===== src/hdl/uart_cmd_defines.svh =====
`ifndef UART_CMD_DEFINES_SVH
`define UART_CMD_DEFINES_SVH

// Clocks per serial bit; 434 for 115200 baud at 50 MHz.
`define UART_BAUD_DIV 16

// Clock count inside a bit where rx is sampled.
`define UART_SAMPLE_POINT (`UART_BAUD_DIV / 2)

// Idle cycles with tx high after each frame.
`define UART_GAP_CYCLES 32

// Cycles allowed for the read response to start.
`define UART_RESP_TIMEOUT 512

`endif

===== src/hdl/uart_cmd_pkg.sv =====
package uart_cmd_pkg;

  typedef logic [7:0]  byte_t;
  typedef logic [15:0] cmd_t;      // Bit 15 write, 14:8 address, 7:0 data.
  typedef logic [6:0]  reg_addr_t;
  typedef logic [11:0] baud_cnt_t; // Clock within bit.
  typedef logic [9:0]  wait_cnt_t; // Gap and timeout.

  typedef enum logic [2:0] {
    IDLE,
    SEND_HI,
    GAP_HI,
    SEND_LO,
    GAP_LO,
    WAIT_RSP,
    RECV,
    RESPOND
  } ctrl_state_t;

endpackage


===== src/hdl/uart_cmd_top.sv =====
`timescale 1ns/10ps

interface rx_byte_if import uart_cmd_pkg::*; ();
  logic  valid;  // One-cycle pulse per frame.
  byte_t data;
  logic  parity_err;
  logic  frame_err;

  modport source (output valid, output data, output parity_err, output frame_err);
  modport sink   (input valid, input data, input parity_err, input frame_err);
endinterface

module uart_cmd_top import uart_cmd_pkg::*; (
  input  logic  clk,
  input  logic  rst_n,
  input  logic  cmd_valid,
  output logic  cmd_ready,
  input  cmd_t  cmd_data,
  output logic  rsp_valid,
  input  logic  rsp_ready,
  output byte_t rsp_data,
  output logic  rsp_parity_err,
  output logic  rsp_frame_err,
  output logic  rsp_timeout,
  input  logic  rx,
  output logic  tx
);

  logic  tx_valid;
  logic  tx_ready;
  byte_t tx_byte;

  rx_byte_if rx_bus ();

  uart_cmd_ctrl u_ctrl (
    .clk            (clk),
    .rst_n          (rst_n),
    .cmd_valid      (cmd_valid),
    .cmd_data       (cmd_data),
    .cmd_ready      (cmd_ready),
    .rsp_ready      (rsp_ready),
    .rsp_valid      (rsp_valid),
    .rsp_data       (rsp_data),
    .rsp_parity_err (rsp_parity_err),
    .rsp_frame_err  (rsp_frame_err),
    .rsp_timeout    (rsp_timeout),
    .tx_valid       (tx_valid),
    .tx_byte        (tx_byte),
    .tx_ready       (tx_ready),
    .rx_in          (rx_bus.sink)
  );

  uart_frame_tx u_tx (
    .clk      (clk),
    .rst_n    (rst_n),
    .tx_valid (tx_valid),
    .tx_byte  (tx_byte),
    .tx_ready (tx_ready),
    .tx       (tx)
  );

  uart_frame_rx u_rx (
    .clk    (clk),
    .rst_n  (rst_n),
    .rx     (rx),
    .rx_out (rx_bus.source)
  );

endmodule


===== src/hdl/uart_cmd_ctrl.sv =====
`timescale 1ns/10ps
`include "uart_cmd_defines.svh"

module uart_cmd_ctrl import uart_cmd_pkg::*; (
  input  logic      clk,
  input  logic      rst_n,
  input  logic      cmd_valid,
  input  cmd_t      cmd_data,
  output logic      cmd_ready,
  input  logic      rsp_ready,
  output logic      rsp_valid,
  output byte_t     rsp_data,
  output logic      rsp_parity_err,
  output logic      rsp_frame_err,
  output logic      rsp_timeout,
  output logic      tx_valid,
  output byte_t     tx_byte,
  input  logic      tx_ready,
  rx_byte_if.sink   rx_in
);

  localparam wait_cnt_t GAP_LAST   = wait_cnt_t'(`UART_GAP_CYCLES - 1);
  localparam wait_cnt_t RSP_LAST   = wait_cnt_t'(`UART_RESP_TIMEOUT - 1);
  // A frame started just before the timeout still needs a frame time to land.
  localparam wait_cnt_t GRACE_LAST = wait_cnt_t'(11 * `UART_BAUD_DIV - 1);

  ctrl_state_t state;
  wait_cnt_t   wait_cnt;
  cmd_t        cmd_q;
  reg_addr_t   cmd_addr;
  logic        is_write;
  logic        rx_take;
  logic        grace_end;

  assign cmd_addr  = cmd_q[14:8];
  assign is_write  = cmd_q[15];
  assign rx_take   = rx_in.valid && (state == WAIT_RSP || state == RECV);
  assign grace_end = (state == RECV) && (wait_cnt == GRACE_LAST);

  assign cmd_ready = (state == IDLE);
  assign rsp_valid = (state == RESPOND);
  assign tx_valid  = (state == SEND_HI) || (state == SEND_LO);
  assign tx_byte   = (state == SEND_HI) ? {is_write, cmd_addr} : cmd_q[7:0];

  always_ff @(posedge clk or negedge rst_n)
  begin
    if (!rst_n)
    begin
      state    <= IDLE;
      wait_cnt <= '0;
    end
    else
    begin
      case (state)
        IDLE:
          if (cmd_valid)
            state <= SEND_HI;
        SEND_HI:
          if (tx_ready)
          begin
            state    <= GAP_HI;
            wait_cnt <= '0;
          end
        SEND_LO:
          if (tx_ready)
          begin
            state    <= GAP_LO;
            wait_cnt <= '0;
          end
        GAP_HI, GAP_LO:
        begin
          // Gap counts only once the frame has left the line.
          if (!tx_ready)
            wait_cnt <= '0;
          else if (wait_cnt == GAP_LAST)
          begin
            wait_cnt <= '0;
            if (state == GAP_LO)
              state <= IDLE;
            else if (is_write)
              state <= SEND_LO;
            else
              state <= WAIT_RSP;
          end
          else
            wait_cnt <= wait_cnt + wait_cnt_t'(1);
        end
        WAIT_RSP:
        begin
          if (rx_in.valid)
            state <= RESPOND;
          else if (wait_cnt == RSP_LAST)
          begin
            state    <= RECV;
            wait_cnt <= '0;
          end
          else
            wait_cnt <= wait_cnt + wait_cnt_t'(1);
        end
        RECV:
        begin
          if (rx_in.valid || grace_end)
            state <= RESPOND;
          else
            wait_cnt <= wait_cnt + wait_cnt_t'(1);
        end
        RESPOND:
          if (rsp_ready)
            state <= IDLE;
        default:
          state <= IDLE;
      endcase
    end
  end

  always_ff @(posedge clk)
  begin
    if (state == IDLE && cmd_valid)
      cmd_q <= cmd_data;

    if (rx_take)
    begin
      rsp_data       <= rx_in.data;
      rsp_parity_err <= rx_in.parity_err;
      rsp_frame_err  <= rx_in.frame_err;
      rsp_timeout    <= 1'b0;
    end
    else if (grace_end)
    begin
      rsp_data       <= '0;  // Silent device.
      rsp_parity_err <= 1'b0;
      rsp_frame_err  <= 1'b0;
      rsp_timeout    <= 1'b1;
    end
  end

endmodule


===== src/hdl/uart_frame_rx.sv =====
`timescale 1ns/10ps
`include "uart_cmd_defines.svh"

module uart_frame_rx import uart_cmd_pkg::*; (
  input  logic        clk,
  input  logic        rst_n,
  input  logic        rx,
  rx_byte_if.source   rx_out
);

  localparam baud_cnt_t BIT_LAST = baud_cnt_t'(`UART_BAUD_DIV - 1);
  localparam baud_cnt_t SAMPLE   = baud_cnt_t'(`UART_SAMPLE_POINT);
  localparam logic [3:0] PAR_IDX  = 4'd9;
  localparam logic [3:0] STOP_IDX = 4'd10;

  logic       rx_s1;
  logic       rx_s2;
  logic       rx_prev;
  logic       start_edge;
  logic       busy;
  logic       sample_now;
  baud_cnt_t  baud_cnt;
  logic [3:0] bit_cnt;  // 0 start, 1..8 data, 9 parity, 10 stop.
  byte_t      shreg;
  logic       par_bit;

  assign start_edge = rx_prev & ~rx_s2;
  assign sample_now = busy && (baud_cnt == SAMPLE);

  always_ff @(posedge clk or negedge rst_n)
  begin
    if (!rst_n)
    begin
      rx_s1   <= 1'b1;
      rx_s2   <= 1'b1;
      rx_prev <= 1'b1;
    end
    else
    begin
      rx_s1   <= rx;
      rx_s2   <= rx_s1;
      rx_prev <= rx_s2;
    end
  end

  always_ff @(posedge clk or negedge rst_n)
  begin
    if (!rst_n)
    begin
      busy         <= 1'b0;
      baud_cnt     <= '0;
      bit_cnt      <= '0;
      rx_out.valid <= 1'b0;
    end
    else
    begin
      rx_out.valid <= 1'b0;
      if (!busy)
      begin
        if (start_edge)
        begin
          busy     <= 1'b1;
          baud_cnt <= baud_cnt_t'(1);  // Edge cycle counts as zero.
          bit_cnt  <= '0;
        end
      end
      else
      begin
        if (baud_cnt == BIT_LAST)
        begin
          baud_cnt <= '0;
          bit_cnt  <= bit_cnt + 4'd1;
        end
        else
          baud_cnt <= baud_cnt + baud_cnt_t'(1);

        if (sample_now && bit_cnt == 4'd0 && rx_s2)
          busy <= 1'b0;  // Glitch, not a start bit.
        else if (sample_now && bit_cnt == STOP_IDX)
        begin
          busy         <= 1'b0;
          rx_out.valid <= 1'b1;
        end
      end
    end
  end

  always_ff @(posedge clk)
  begin
    if (sample_now)
    begin
      case (bit_cnt)
        4'd0: ;
        PAR_IDX:
          par_bit <= rx_s2;
        STOP_IDX:
        begin
          rx_out.data       <= shreg;
          rx_out.parity_err <= ~^{shreg, par_bit};  // Even count of ones.
          rx_out.frame_err  <= ~rx_s2;
        end
        default:
          shreg <= {rx_s2, shreg[7:1]};  // LSB arrives first.
      endcase
    end
  end

endmodule


===== src/hdl/uart_frame_tx.sv =====
`timescale 1ns/10ps
`include "uart_cmd_defines.svh"

module uart_frame_tx import uart_cmd_pkg::*; (
  input  logic  clk,
  input  logic  rst_n,
  input  logic  tx_valid,
  input  byte_t tx_byte,
  output logic  tx_ready,
  output logic  tx
);

  localparam baud_cnt_t BIT_LAST = baud_cnt_t'(`UART_BAUD_DIV - 1);
  localparam logic [3:0] STOP_IDX = 4'd10;

  logic [10:0] frame_sr;  // Stop, parity, data, start; bit 0 on the line.
  logic        busy;
  baud_cnt_t   baud_cnt;
  logic [3:0]  bit_cnt;
  logic        parity;

  // Odd parity over the data byte.
  assign parity   = ~^tx_byte;
  assign tx       = frame_sr[0];
  assign tx_ready = ~busy;

  always_ff @(posedge clk or negedge rst_n)
  begin
    if (!rst_n)
    begin
      frame_sr <= '1;  // Line idles high.
      busy     <= 1'b0;
      baud_cnt <= '0;
      bit_cnt  <= '0;
    end
    else if (!busy)
    begin
      if (tx_valid)
      begin
        frame_sr <= {1'b1, parity, tx_byte, 1'b0};
        busy     <= 1'b1;
        baud_cnt <= '0;
        bit_cnt  <= '0;
      end
    end
    else if (baud_cnt == BIT_LAST)
    begin
      baud_cnt <= '0;
      frame_sr <= {1'b1, frame_sr[10:1]};  // Refill with idle level.
      if (bit_cnt == STOP_IDX)
        busy <= 1'b0;
      else
        bit_cnt <= bit_cnt + 4'd1;
    end
    else
    begin
      baud_cnt <= baud_cnt + baud_cnt_t'(1);
    end
  end

endmodule


===== config.mk =====
export PLATFORM = sky130hd
export DESIGN_NAME = uart_cmd_top
export DESIGN_NICKNAME = d
export VERILOG_FILES = /design/src/hdl/uart_cmd_pkg.sv /design/src/hdl/uart_cmd_top.sv /design/src/hdl/uart_cmd_ctrl.sv /design/src/hdl/uart_frame_rx.sv /design/src/hdl/uart_frame_tx.sv
export VERILOG_INCLUDE_DIRS = /design/src /design/src/hdl
export SDC_FILE = /design/constraint.sdc
export NUM_CORES = 1
export LEC_CHECK = 0
export ABC_CLOCK_PERIOD_IN_PS = 2050
export BUFFER_PORTS_ARGS = -buffer_cell sky130_fd_sc_hd__buf_2
export CAP_MARGIN = 30
export CORE_MARGIN = 10
export CORE_UTILIZATION = 55
export DETAILED_ROUTE_END_ITERATION = 10
export PLACE_DENSITY = 0.87
export SLEW_MARGIN = 20
export SYNTH_ARGS = -nofsm -noshare
export SYNTH_HDL_FRONTEND = slang
export SYNTH_HIERARCHICAL = 1
export SYNTH_SLANG_ARGS = --single-unit

===== constraint.sdc =====
create_clock -name clk -period 2.05 [get_ports clk]
set_input_delay 0.205 -clock clk [delete_from_list [all_inputs] [get_ports clk]]
set_output_delay 0.205 -clock clk [all_outputs]
set_load 0.02 [all_outputs]

* Yosys cells after proc, flatten, opt, wreduce, memory -nomap -nowiden
Index checks and enable logic that the tools add are counted.
W data, S select, Z words.
** Word-level totals
- Register bits after elaboration :: 108
- Word-level logic and storage cells :: 142
- Input bits :: 21
** Operators by class
- Mux-type cells :: 52
- Equality and inequality tests :: 30
- Add/sub/neg operators :: 5
- Bitwise operators :: 3
- Reductions and logical operators :: 29
** Operators by type and width (number)
- $mux W12 :: 6
- $mux W10 :: 6
- $pmux W10 S4 :: 1
- $eq A12 B4 Y1 const B :: 3
- $mux W11 :: 3
- $mux W3 :: 11
- $mux W4 :: 7
- $add A12 B1 Y12 const B :: 2
- $mux W8 :: 3
- $ne A2 B2 Y1 const B :: 11
- $pmux W3 S7 :: 1
- $mux W1 :: 14
- $eq A3 B3 Y1 const B :: 4
- $eq A4 B4 Y1 const B :: 3
- $add A10 B1 Y10 const B :: 1
- $eq A10 B5 Y1 const B :: 1
- $eq A10 B8 Y1 const B :: 1
- $eq A10 B9 Y1 const B :: 1
- $reduce_and A2 Y1 :: 5
- $reduce_xnor A9 Y1 :: 1
- $add A4 B1 Y4 const B :: 2
- $reduce_and A8 Y1 :: 1
- $reduce_xnor A8 Y1 :: 1
- $logic_and A1 B1 Y1 :: 7
- 15 further kinds :: 23

* Logic depth before layout (Yosys ltp)
Gate-level depths: netlist (run 1).
- Word-level depth :: 6
- Depth in mapped cells :: 8
- Depth with buffers taken out :: 7

* Modules after synthesis
The synthesis (run 1) kept the hierarchy.
** Modules (own cells, without submodules)
- uart_cmd_ctrl :: cells each 186, area each 2145.8 µm², instances 1
- uart_frame_rx :: cells each 148, area each 1835.5 µm², instances 1
- uart_frame_tx :: cells each 155, area each 1532.7 µm², instances 1

* Worst setup path after synthesis (run 1)
OpenSTA, ideal clock, no wires.
- Path type :: reg-to-reg
- From :: reg u_tx.busy
- To :: reg u_ctrl.state[1]
- Data required time :: 1.929 ns
- Stages on the path, launching flop included :: 8
- Clock period less this slack :: 2.169 ns
- Library setup time :: 0.121 ns
- Arrival time :: 2.048 ns
- Buffers on the path :: 1
- Path slack :: -0.119 ns
- Path through :: dfrtp_1 -> inv_1 -> clkbuf_1 -> inv_1 -> or4_4 -> a211oi_2 -> o21ai_2 -> o22a_1
** On the way
- Longest elaborated chain between the ends :: 2
** RTL lines
- from (decl) :: RTL line uart_frame_tx.sv:17 : logic busy;
- from (signal assigned) :: RTL line uart_frame_tx.sv:32 : busy <= 1'b0;
- from (signal assigned) :: RTL line uart_frame_tx.sv:41 : busy <= 1'b1;
- from (signal assigned) :: RTL line uart_frame_tx.sv:51 : busy <= 1'b0;
- $ne A2 B2 Y1 (no line)
- $reduce_and A8 Y1 (no line) (*)
- to (signal assigned) :: RTL line uart_cmd_ctrl.sv:49 : state <= IDLE;
- to (signal assigned) :: RTL line uart_cmd_ctrl.sv:57 : state <= SEND_HI;
- to (signal assigned) :: RTL line uart_cmd_ctrl.sv:61 : state <= GAP_HI;
- to (decl) :: RTL line uart_cmd_ctrl.sv:27 : ctrl_state_t state;
Every way passes the cells marked *; elsewhere a longest branch is shown, timed or not.
A chain may end at the register's enable or synchronous reset.

* Final worst setup path (run 1)
- From :: reg u_ctrl.wait_cnt[8]
- To :: reg u_ctrl.wait_cnt[6]
** On the way
- Longest elaborated chain between the ends :: 5
** RTL lines
- from (decl) :: RTL line uart_cmd_ctrl.sv:28 : wait_cnt_t wait_cnt;
- from (signal assigned) :: RTL line uart_cmd_ctrl.sv:86 : wait_cnt <= wait_cnt + wait_cnt_t'(1);
- from (signal assigned) :: RTL line uart_cmd_ctrl.sv:98 : wait_cnt <= wait_cnt + wait_cnt_t'(1);
- from (signal assigned) :: RTL line uart_cmd_ctrl.sv:105 : wait_cnt <= wait_cnt + wait_cnt_t'(1);
- $eq A10 B8 Y1 :: RTL line uart_cmd_ctrl.sv:38 : assign grace_end = (state == RECV) && (wait_cnt == GRACE_LAST);
- $logic_and A1 B1 Y1 :: RTL line uart_cmd_ctrl.sv:38
- $logic_or A1 B1 Y1 :: RTL line uart_cmd_ctrl.sv:102 : if (rx_in.valid || grace_end)
- $ne A2 B2 Y1 (no line)
- $reduce_and A4 Y1 (no line)
Parallel ways exist; a longest one is shown, timed or not. The select of a mux whose other input is x is not followed.

==> flow_metrics.tcl, run 1 <==
set metrics [dict create \
    outcome "completed" \
    max_freq_ghz 0.492 \
    fin_nets 608 \
    first_pass_iters 5 \
    port_buffers 34 \
    slowest_stage "or3_4" \
    p_leak_uw 0.00271 \
    avgSynthCellArea_um2 11.3 \
    max-vdd-ir-drop_mv 0.744 \
    timing.final.crit_share 0.992 \
    grt_max_degree 27 \
    clockBufferDepth 2 \
    cts_buffers 9 \
    tightest_slew_ns 0.634 \
    htreeDepth 3 \
    fin_skew_ns 0.00805 \
    coreArea_um2 9770 \
    dp_cells 674 \
    clk_pin_slew_ns 0.10 \
    synthArstFlopShare 0.570 \
    min_period_ns 2.03 \
    grt_overflow_total 0 \
    viasPerCell 5.92 \
    critPathArrivalTime_ns 2.29 \
    syn_area_um2 5510 \
    grt_pass1_wl_um 19500 \
    fp.dieArea_um2 14400 \
    hold_path_class "input port to flop" \
    wirelength_um 11800 \
    synthFlopType "dfrtp_1" \
    synth_edf_count 45 \
    tns_ns 0 \
    root_buffer "clkbuf_8" \
    cts_tree "done" \
    die_h_um 120 \
    syn_nets 520 \
    powerDensity_nw_per_um2 1020 \
    vias 4235 \
    finalWeightedCongestion 0.871 \
    placed_area_um2 5990 \
    layout.cells.non_filler 715 \
    postLayoutCoreUtil 0.662 \
    critPathKind "flop to flop" \
    num_rows 36 \
    drc 0 \
    synthCells 489 \
    critPathLaunchType "flop" \
    path_delay_family "compound AO/OA/AOI/OAI gates" \
    setup_viol 0 \
    antenna_found_initial 0 \
    max_slew_margin 0.578 \
    crit_fanout 7 \
    start_util 0.564 \
    dp_hpwl_um 8040 \
    insertion_delay_ns 0.37 \
    syn2layout_area_growth_pct 17.4 \
    grt_pass1_vias 4203 \
    stdcell_area_um2 6470 \
    layout-drive-gt1-share 0.268 \
    rsz0062_at_grt "yes" \
    crit_buf_inv 1 \
    cap_violations 0 \
    ant_nets 0 \
    max_stage_delay_ns 0.43 \
    track_usage 0.162 \
    mostFrequentLayoutCells "46 x dfrtp_1, 45 x edfxtp_1, 43 x nand2_1" \
    drv_slew 0 \
    yosysSeqAreaShare 0.528 \
    first_iter_violations 337 \
    end_kind "flop" \
    finalHoldViolCount 0 \
    cp_cell_sequence "or3_4 -> o31ai_4 -> o21a_1 -> buf_6 -> a211oi_2 -> a211o_2" \
    ios 35 \
    mostFrequentLayoutCell "dfrtp_1" \
    ys_types 72 \
    dieWidth_um 120 \
    clock-sinks 107 \
    ys_warn_count 6 \
    n_antenna_cell 0 \
    routedWlPerCell_um 16.5 \
    crit_required_ns 2.31 \
    ys_ff_latch 107 \
]
synth_stat cells, drive strengths merged (11+ instances only):
library cell  number  area, um^2
a21oi             26         138
nand3             20         100
nand4             13        96.3
buf               15         138
edfxtp            45        1350
nor2              22        82.6
xnor2             19         166
mux2i             11         110
dfstp             13         342
a31oi             15         106
and2              17         106
o21ai             33         169
nand2             43         161
inv               19        71.3
dfrtp             48        1200
layer usage:
| metal | up-vias | global-route usage | share of wire |
|---|---|---|---|
| met2 | 132 | 0.277 | 0.50 |
| met1 | 2078 | 0.189 | 0.42 |
| li1 | 1994 | - | - |
| met4 | 0 | 0.0694 | 0.027 |
| met3 | 31 | 0.0394 | 0.051 |
| met5 | - | 0 | 0 |
where the power goes:
part / internal (uW) / leakage [uW] / switching [uW] / total [uW]
Clock: 461 / 0.0000860 / 745 / 1210
Combinational: 1130 / 0.00142 / 1270 / 2400
Sequential: 2650 / 0.00121 / 343 / 2990
Total: 4230 / 0.00271 / 2360 / 6600
registers in the layout (all words and copies together) (netlist names), 3 cells and up:
| register | flops |
|---|---|
| u_tx/baud_cnt | 12 |
| u_ctrl/wait_cnt | 10 |
| u_tx/frame_sr | 10 |
| u_ctrl/cmd_q | 16 |
| u_tx/bit_cnt | 4 |
| u_ctrl/rsp_data | 8 |
| u_rx/rx_out.data | 8 |
| u_rx/bit_cnt | 4 |
| u_rx/shreg | 8 |
| u_rx/baud_cnt | 12 |
| u_ctrl/state | 3 |
worst paths after layout:
path / from / to / slack [ns] / cells past startpoint
max: u_ctrl/wait_cnt[8] / u_ctrl/wait_cnt[6] / 0.02 / 6
max in group asynchronous: rst_n / u_rx/rx_s1 / 0.98 / 3
min in group asynchronous: rst_n / u_tx/baud_cnt[3] / 0.38 / 2
min: rsp_ready / u_ctrl/state[0] / 0.36 / 4
max reg2reg: u_ctrl/wait_cnt[8] / u_ctrl/wait_cnt[6] / 0.02 / 6
min reg2reg: u_rx/rx_s1 / u_rx/rx_s2 / 0.36 / 0
per-stage QoR:
stage	hold slack (ns)	worst slack [ns]	total power, uW
global route	0.368	-0.0751	6990
finish	0.358	0.0165	6600
detailed placement	0.225	-0.0106	5180
global placement	0.221	0.0439	5050
CTS	0.0000679	0.00496	6400
floorplan	-0.0906	0.0210	4630
cells by family (layout without fill, tap and decap cells):
kind of cell / Yosys count / count (layout) / share of synthesized area
adders and majority gates: 10 / 10 / 0.0227
buffers and inverters: 37 / 130 / 0.0399
and+or+nand+nor: 173 / 173 / 0.182
xor gates and xnor gates: 22 / 22 / 0.0349
AOI/OAI and AO/OA: 119 / 119 / 0.152
muxes: 21 / 21 / 0.0404
DFF: 107 / 107 / 0.528
worst register-to-register path, cell delays in order, from the launching register on:
cell and delay (ns):
dfrtp_1 0.39, or3_4 0.43, o31ai_4 0.33, o21a_1 0.24
buf_6 0.15, a211oi_2 0.07, a211o_2 0.30
timing repair:
item                                    in CTS  in global routing
buffers inserted                             3                  4
endpoints found under the hold margin       30                  6
hold buffers                                12                  6
endpoints found under the setup margin       5                 25
cloned                                       0                  0
pin swaps                                    4                 15
gates resized for setup                      0                 17
final cells by class:
| type | instances | area (um^2) |
|---|---|---|
| Multi-Input combinational cell | 345 | 2450 |
| Inverter | 19 | 71.3 |
| Timing Repair Buffer | 95 | 693 |
| Clock buffer | 11 | 131 |
| Fill cell | 727 | 3300 |
| Sequential cell | 107 | 2920 |
| Tap cell | 133 | 166 |
| Clock inverter | 5 | 45.0 |
(Power assumes the default switching activity.)
==> run 2, diff against run 1 <==
--- a/config.mk
+++ b/config.mk
@@ -6,6 +6,7 @@
 export SDC_FILE = /design/constraint.sdc
 export NUM_CORES = 1
 export LEC_CHECK = 0
+export ABC_AREA = 1
 export ABC_CLOCK_PERIOD_IN_PS = 2050
 export BUFFER_PORTS_ARGS = -buffer_cell sky130_fd_sc_hd__buf_2
 export CAP_MARGIN = 30
==> run 2 against run 1 <==
  * Final cell count is 26% higher
  * Clock skew is 0.0037 ns higher
  * Wire length is 4.0% higher
  * Synthesized cell count is 42% higher
  * Combinational power is 10% higher
  * Non-clock buffer count is 33 lower
  * Clock power is 7% higher
  * Critical path depth stayed put
  * Clock-buffer cell count is 2 lower
  * Via count is 13% higher
  * Critical path type unchanged
  * Highest routed layer unchanged
==> flow_metrics.tcl, run 2 <==
set metrics [dict create \
    comb_power_share 0.378 \
    grt_overflow_total 0 \
    clockBufferDepth 2 \
    fin_skew_ns 0.0117 \
    top_register "u_ctrl/cmd_q" \
    cts_tree "done" \
    reg.largest.list "u_ctrl/cmd_q: 16 flops, u_rx/baud_cnt: 12 flops, u_tx/baud_cnt: 12 flops" \
    reg2reg_from "u_rx/baud_cnt[0]" \
    setup_viol 0 \
    sw_frac_of_total 0.417 \
    ys_warn_count 6 \
    largest_reg_flops 16 \
    crit_buf_inv 2 \
    htreeDepth 3 \
    max_stage_delay_ns 0.44 \
    outcome "completed" \
    track_usage 0.168 \
    p_leak_uw 0.00304 \
    path_delay_family "simple AND/OR/NAND/NOR gates" \
    routedWlPerCell_um 13.7 \
    mostFrequentLayoutCells "209 x nand2_1, 79 x inv_1, 78 x nand3_1" \
    crit_fanout 10 \
    critPathArrivalTime_ns 1.96 \
    synthFlopType "dfrtp_1" \
    first_iter_violations 534 \
    synthArstFlopShare 0.570 \
    rsz0062_at_grt "no" \
    first_pass_iters 6 \
    pre_cts_ws_ns 0.166 \
    wirelength_um 12300 \
    max-vdd-ir-drop_mv 0.558 \
    root_buffer "clkbuf_8" \
    hold_path_class "input port to async pin" \
    cp_cell_sequence "inv_1 -> ha_1 -> nand2_1 -> nor3_1 -> nand3b_1 -> inv_1" \
    powerDensity_nw_per_um2 1070 \
    mostFrequentLayoutCell "nand2_1" \
    rr_endpoint "u_rx/rx_out.data[4]" \
    dp_hpwl_um 8880 \
    synth.area.top_cells "edfxtp_1 23%, dfrtp_1 21%, nand2_1 14%" \
    antenna_found_initial 1 \
    finalHoldViolCount 0 \
    max_slew_margin 0.650 \
    slowest_stage "dfrtp_1" \
    p_clk_frac 0.186 \
    ys_ff_latch 107 \
    avgSynthCellArea_um2 8.31 \
    critPathKind "flop to flop" \
    yosys.area.top_type "edfxtp_1" \
    dieWidth_um 123 \
    cts_buffers 9 \
    reg2reg_depth 6 \
    ant_nets 0 \
    die_h_um 123 \
    clk_pin_slew_ns 0.11 \
    max_freq_ghz 0.526 \
    min_period_ns 1.90 \
    synth_top_area_frac 0.234 \
    start_util 0.563 \
    insertion_delay_ns 0.39 \
    yosysMostFrequentCell "nand2_1" \
    vias 4790 \
    finalWorstSetupSlack_ns 0.149 \
    fin_hold_ws_ns 0.310 \
    viasPerCell 5.33 \
    postCtsSetupBuffers 0 \
    crit_top_cell "inv_1" \
    end_kind "flop" \
    regToRegSetupSlack_ns 0.15 \
    critPathLaunchType "flop" \
    power.switching_uw 2910 \
    synth_edf_count 45 \
    cap_violations 0 \
    grt_pass1_wl_um 20600 \
    tightest_slew_ns 0.525 \
    synthCells 696 \
    grt_max_degree 29 \
    crit_required_ns 2.11 \
    tns_ns 0 \
    num_rows 37 \
    yosysSeqAreaShare 0.504 \
    fin_nets 787 \
    port_buffers 34 \
    synth_common_cells "209 x nand2_1, 79 x inv_1, 78 x nand3_1" \
    syn_nets 727 \
    syn2layout_area_growth_pct 12.6 \
    fp.dieArea_um2 15000 \
    seqPwrFrac 0.435 \
    ios 35 \
    finalWeightedCongestion 0.891 \
    p_int_uw 4070 \
    grt_pass1_vias 4593 \
    syn_area_um2 5790 \
    ys_types 46 \
    drv_slew 0 \
    clock-sinks 107 \
    drc 0 \
    layout-drive-gt1-share 0.156 \
    coreArea_um2 10300 \
    timing.final.crit_share 0.927 \
]
run 2: cell type report:
class,instances,area [um^2]
Sequential cell,107,2920
Timing Repair Buffer,62,425
Clock inverter,7,76.3
Antenna cell,1,2.50
Clock buffer,9,124
Tap cell,136,170
Inverter,86,327
Fill cell,822,3760
Multi-Input combinational cell,490,2470
run 2: worst register-to-register path, delay by kind of cell (launching register included):
family	cells	cell delay (ns)
buf+inv	2	0.46
fa+ha+maj	1	0.16
flops	1	0.44
simple gates	3	0.51
run 2: worst max path at each step:
stage | from | end | slack, ns | depth (start not counted)
after floorplan | u_ctrl/state[1] | u_ctrl/cmd_q[0] | 0.24 | 4
after global placement | u_ctrl/wait_cnt[0] | u_ctrl/wait_cnt[6] | 0.27 | 10
after detailed placement | u_rx/baud_cnt[0] | u_rx/rx_out.data[4] | 0.17 | 6
after CTS | u_rx/baud_cnt[0] | u_rx/rx_out.data[4] | 0.15 | 6
after global routing | u_rx/baud_cnt[0] | u_rx/rx_out.data[4] | 0.01 | 6
final | u_rx/baud_cnt[0] | u_rx/rx_out.data[4] | 0.15 | 6
run 2: metal layers:
metal	track usage	part of all wire
met2	0.296	0.52
met5	0	0
met4	0.0560	0.020
met1	0.194	0.41
met3	0.0418	0.049
run 2: repair_timing:
action,CTS,global route
setup endpoints to repair,0,6
gates resized for setup,0,4
hold buffers,18,0
hold endpoints to repair,35,0
run 2: logic make-up (layout without fill, tap and decap cells):
| family | Yosys count | count (layout) | synth area share |
|---|---|---|---|
| AND/OR/NAND/NOR | 405 | 405 | 0.314 |
| flip-flops | 107 | 107 | 0.504 |
| buffers and inverters | 99 | 164 | 0.0705 |
| AO/OA/AOI/OAI | 51 | 51 | 0.0508 |
| XOR/XNOR | 16 | 16 | 0.0242 |
| adder cells (fa/ha/maj) | 10 | 10 | 0.0216 |
| multiplexers | 8 | 8 | 0.0156 |
| other | 0 | 1 | 0 |
run 2: metrics by stage:
step | util | power, uW | area (um^2) | std cells
floorplan | - | 5060 | 5790 | 696
global placement | 0.595 | 5460 | 6120 | 863
detailed placement | 0.595 | 5620 | 6120 | 863
CTS | 0.632 | 6960 | 6500 | 897
global route | 0.634 | 7450 | 6510 | 898
finish | 0.634 | 6980 | 6510 | 898
run 2: power groups by stage:
stage	combinational, uW	clock (uW)	sequential, uW
final	2640	1300	3040
after global placement	2430	0	3040
after floorplan	2110	0	2960
after global routing	2950	1410	3080
after detailed placement	2550	0	3070
after CTS	2600	1340	3020
==> run 3, diff against run 2 <==
--- a/config.mk
+++ b/config.mk
@@ -7,11 +7,12 @@
 export NUM_CORES = 1
 export LEC_CHECK = 0
 export ABC_AREA = 1
-export ABC_CLOCK_PERIOD_IN_PS = 2050
+export ABC_CLOCK_PERIOD_IN_PS = 1700
 export BUFFER_PORTS_ARGS = -buffer_cell sky130_fd_sc_hd__buf_2
 export CAP_MARGIN = 30
 export CORE_MARGIN = 10
 export CORE_UTILIZATION = 55
+export CTS_CLUSTER_DIAMETER = 40
 export DETAILED_ROUTE_END_ITERATION = 10
 export PLACE_DENSITY = 0.87
 export SLEW_MARGIN = 20
==> constraint.sdc (replaced) <==
create_clock -name clk -period 1.7 [get_ports clk]
set_input_delay 0.17 -clock clk [delete_from_list [all_inputs] [get_ports clk]]
set_output_delay 0.17 -clock clk [all_outputs]
set_load 0.02 [all_outputs]
==> run 3 against run 2 <==
  * The run now ends with setup timing left
  * Critical path type unchanged
  * Final cell count rose by 3.2%
  * Register-to-register slack lost 0.27 ns
  * Combinational power is 56% higher
  * Worst hold slack got worse by 0.016 ns
  * Clock power is 18% higher
  * Highest routed layer unchanged
==> flow_metrics.tcl, run 3 (synthesized netlist as in run 2, its figures left out) <==
set metrics [dict create \
    insertion_delay_ns 0.39 \
    clk_pin_slew_ns 0.11 \
    finalHoldViolCount 0 \
    violations "setup timing" \
    layout-drive-gt1-share 0.231 \
    reg2reg_depth 13 \
    critPathArrivalTime_ns 2.14 \
    crit_required_ns 2.03 \
    mostFrequentLayoutCells "200 x nand2_1, 72 x nand3_1, 70 x inv_1" \
    top_register "u_ctrl/cmd_q" \
    critPathLaunchType "flop" \
    grt_overflow_total 0 \
    drc 0 \
    ios 35 \
    powerDensity_nw_per_um2 1340 \
    htreeDepth 3 \
    largest_reg_flops 16 \
    clockBufferDepth 2 \
    p_leak_uw 0.00322 \
    fin_nets 817 \
    start_util 0.563 \
    stdcell_area_um2 6910 \
    finalWorstSetupSlack_ns -0.117 \
    grt_pass1_vias 4895 \
    drv_slew 0 \
    dieWidth_um 123 \
    regToRegSetupSlack_ns -0.12 \
    grt_pass1_wl_um 21600 \
    fillers 747 \
    rr_endpoint "u_tx/frame_sr[9]" \
    max_freq_ghz 0.550 \
    tightest_slew_ns 0.324 \
    rsz0062_at_grt "yes" \
    root_buffer "clkbuf_8" \
    cp_cell_sequence "inv_4 -> nand3_4 -> mux2_4 -> nand2_4 -> inv_4 -> nor2_4 -> nand2_2 -> nand2_2 -> inv_2 -> nand2_2 -> nand3_2 -> nand2_1 -> nand2_1" \
    syn2layout_area_growth_pct 19.5 \
    postLayoutCoreUtil 0.673 \
    slowest_stage "dfrtp_1" \
    critPathKind "flop to flop" \
    tns_ns -0.117 \
    placed_area_um2 6270 \
    routedWlPerCell_um 14.6 \
    track_usage 0.174 \
    coreArea_um2 10300 \
    reg2reg_from "u_ctrl/state[2]" \
    reg.largest.list "u_ctrl/cmd_q: 16 flops, u_rx/baud_cnt: 12 flops, u_tx/baud_cnt: 12 flops" \
    max-vdd-ir-drop_mv 1.16 \
    first_pass_iters 5 \
    min_period_ns 1.82 \
    outcome "finished with violations" \
    wirelength_um 13500 \
    max_stage_delay_ns 0.43 \
    cts_tree "done" \
    fp.dieArea_um2 15000 \
    finalWeightedCongestion 0.925 \
    ant_nets 0 \
    port_buffers 34 \
    n_antenna_cell 0 \
    setup_viol 1 \
    viasPerCell 5.52 \
    clock-sinks 107 \
    crit_fanout 5 \
    timing.final.crit_share 1.07 \
    cts_buffers 9 \
    fin_skew_ns 0.0102 \
    die_h_um 123 \
    end_kind "flop" \
    antenna_found_initial 0 \
    max_slew_margin 0.784 \
    first_iter_violations 643 \
    mostFrequentLayoutCell "nand2_1" \
    grt_max_degree 62 \
    dp_hpwl_um 8720 \
    layout.cells.non_filler 927 \
    dp_cells 879 \
    cap_violations 0 \
    hold_path_class "input port to async pin" \
    crit_top_cell "nand2_2" \
    vias 5116 \
    num_rows 37 \
]
## run 3: stage by stage
step / setup slack, ns / total power (uW) / hold slack (ns)
2_1_floorplan: 0.0537 / 6110 / -0.126
3_3_place_gp: 0.0569 / 6770 / 0.196
3_5_place_dp: -0.00832 / 6970 / 0.205
4_1_cts: 0.00675 / 8580 / 0.290
5_1_grt: -0.245 / 9840 / 0.302
6_report: -0.117 / 9260 / 0.295
## run 3: cell type report
cell class                      count  area (um^2)  share of cell area
Inverter                           86          329              0.0476
Clock inverter                      7         68.8             0.00995
Timing Repair Buffer               90          676              0.0977
Sequential cell                   107         2920               0.422
Multi-Input combinational cell    492         2630               0.380
Tap cell                          136          170              0.0246
Clock buffer                        9          124              0.0179
## run 3: repair_timing
action / CTS / global route
cloned: 1 / 1
pin swaps: 1 / 16
hold buffers: 18 / 0
endpoints found under the setup margin: 5 / 53
resized for setup: 3 / 49
hold endpoints to repair: 65 / 0
buffers inserted: 0 / 12
## run 3: report_power, final
group | switching, uW | internal [uW]
Clock | 960 | 570
Combinational | 2580 | 1530
Sequential | 399 | 3230
Total | 3930 | 5330
## run 3: worst max path at each step
stage,from,end
floorplan,u_ctrl/state[1],u_tx/frame_sr[9]
global placement,u_ctrl/state[0],u_tx/frame_sr[9]
detailed placement,u_ctrl/state[0],u_tx/frame_sr[9]
CTS,u_ctrl/state[1],u_tx/frame_sr[9]
global route,u_ctrl/state[2],u_tx/frame_sr[9]
finish,u_ctrl/state[2],u_tx/frame_sr[9]
## run 3: worst max-delay path, delay by kind of cell, from the launching register on
| family | cells | cell delay (ns) |
|---|---|---|
| buffers and inverters | 3 | 0.20 |
| flip-flops | 1 | 0.43 |
| multiplexers | 1 | 0.38 |
| AND/OR/NAND/NOR | 9 | 0.76 |
## run 3: per-layer routing
layer | part of all wire | global-route usage
met5 | 0 | 0
met4 | 0.027 | 0.0744
met3 | 0.058 | 0.0399
met2 | 0.52 | 0.313
met1 | 0.40 | 0.194
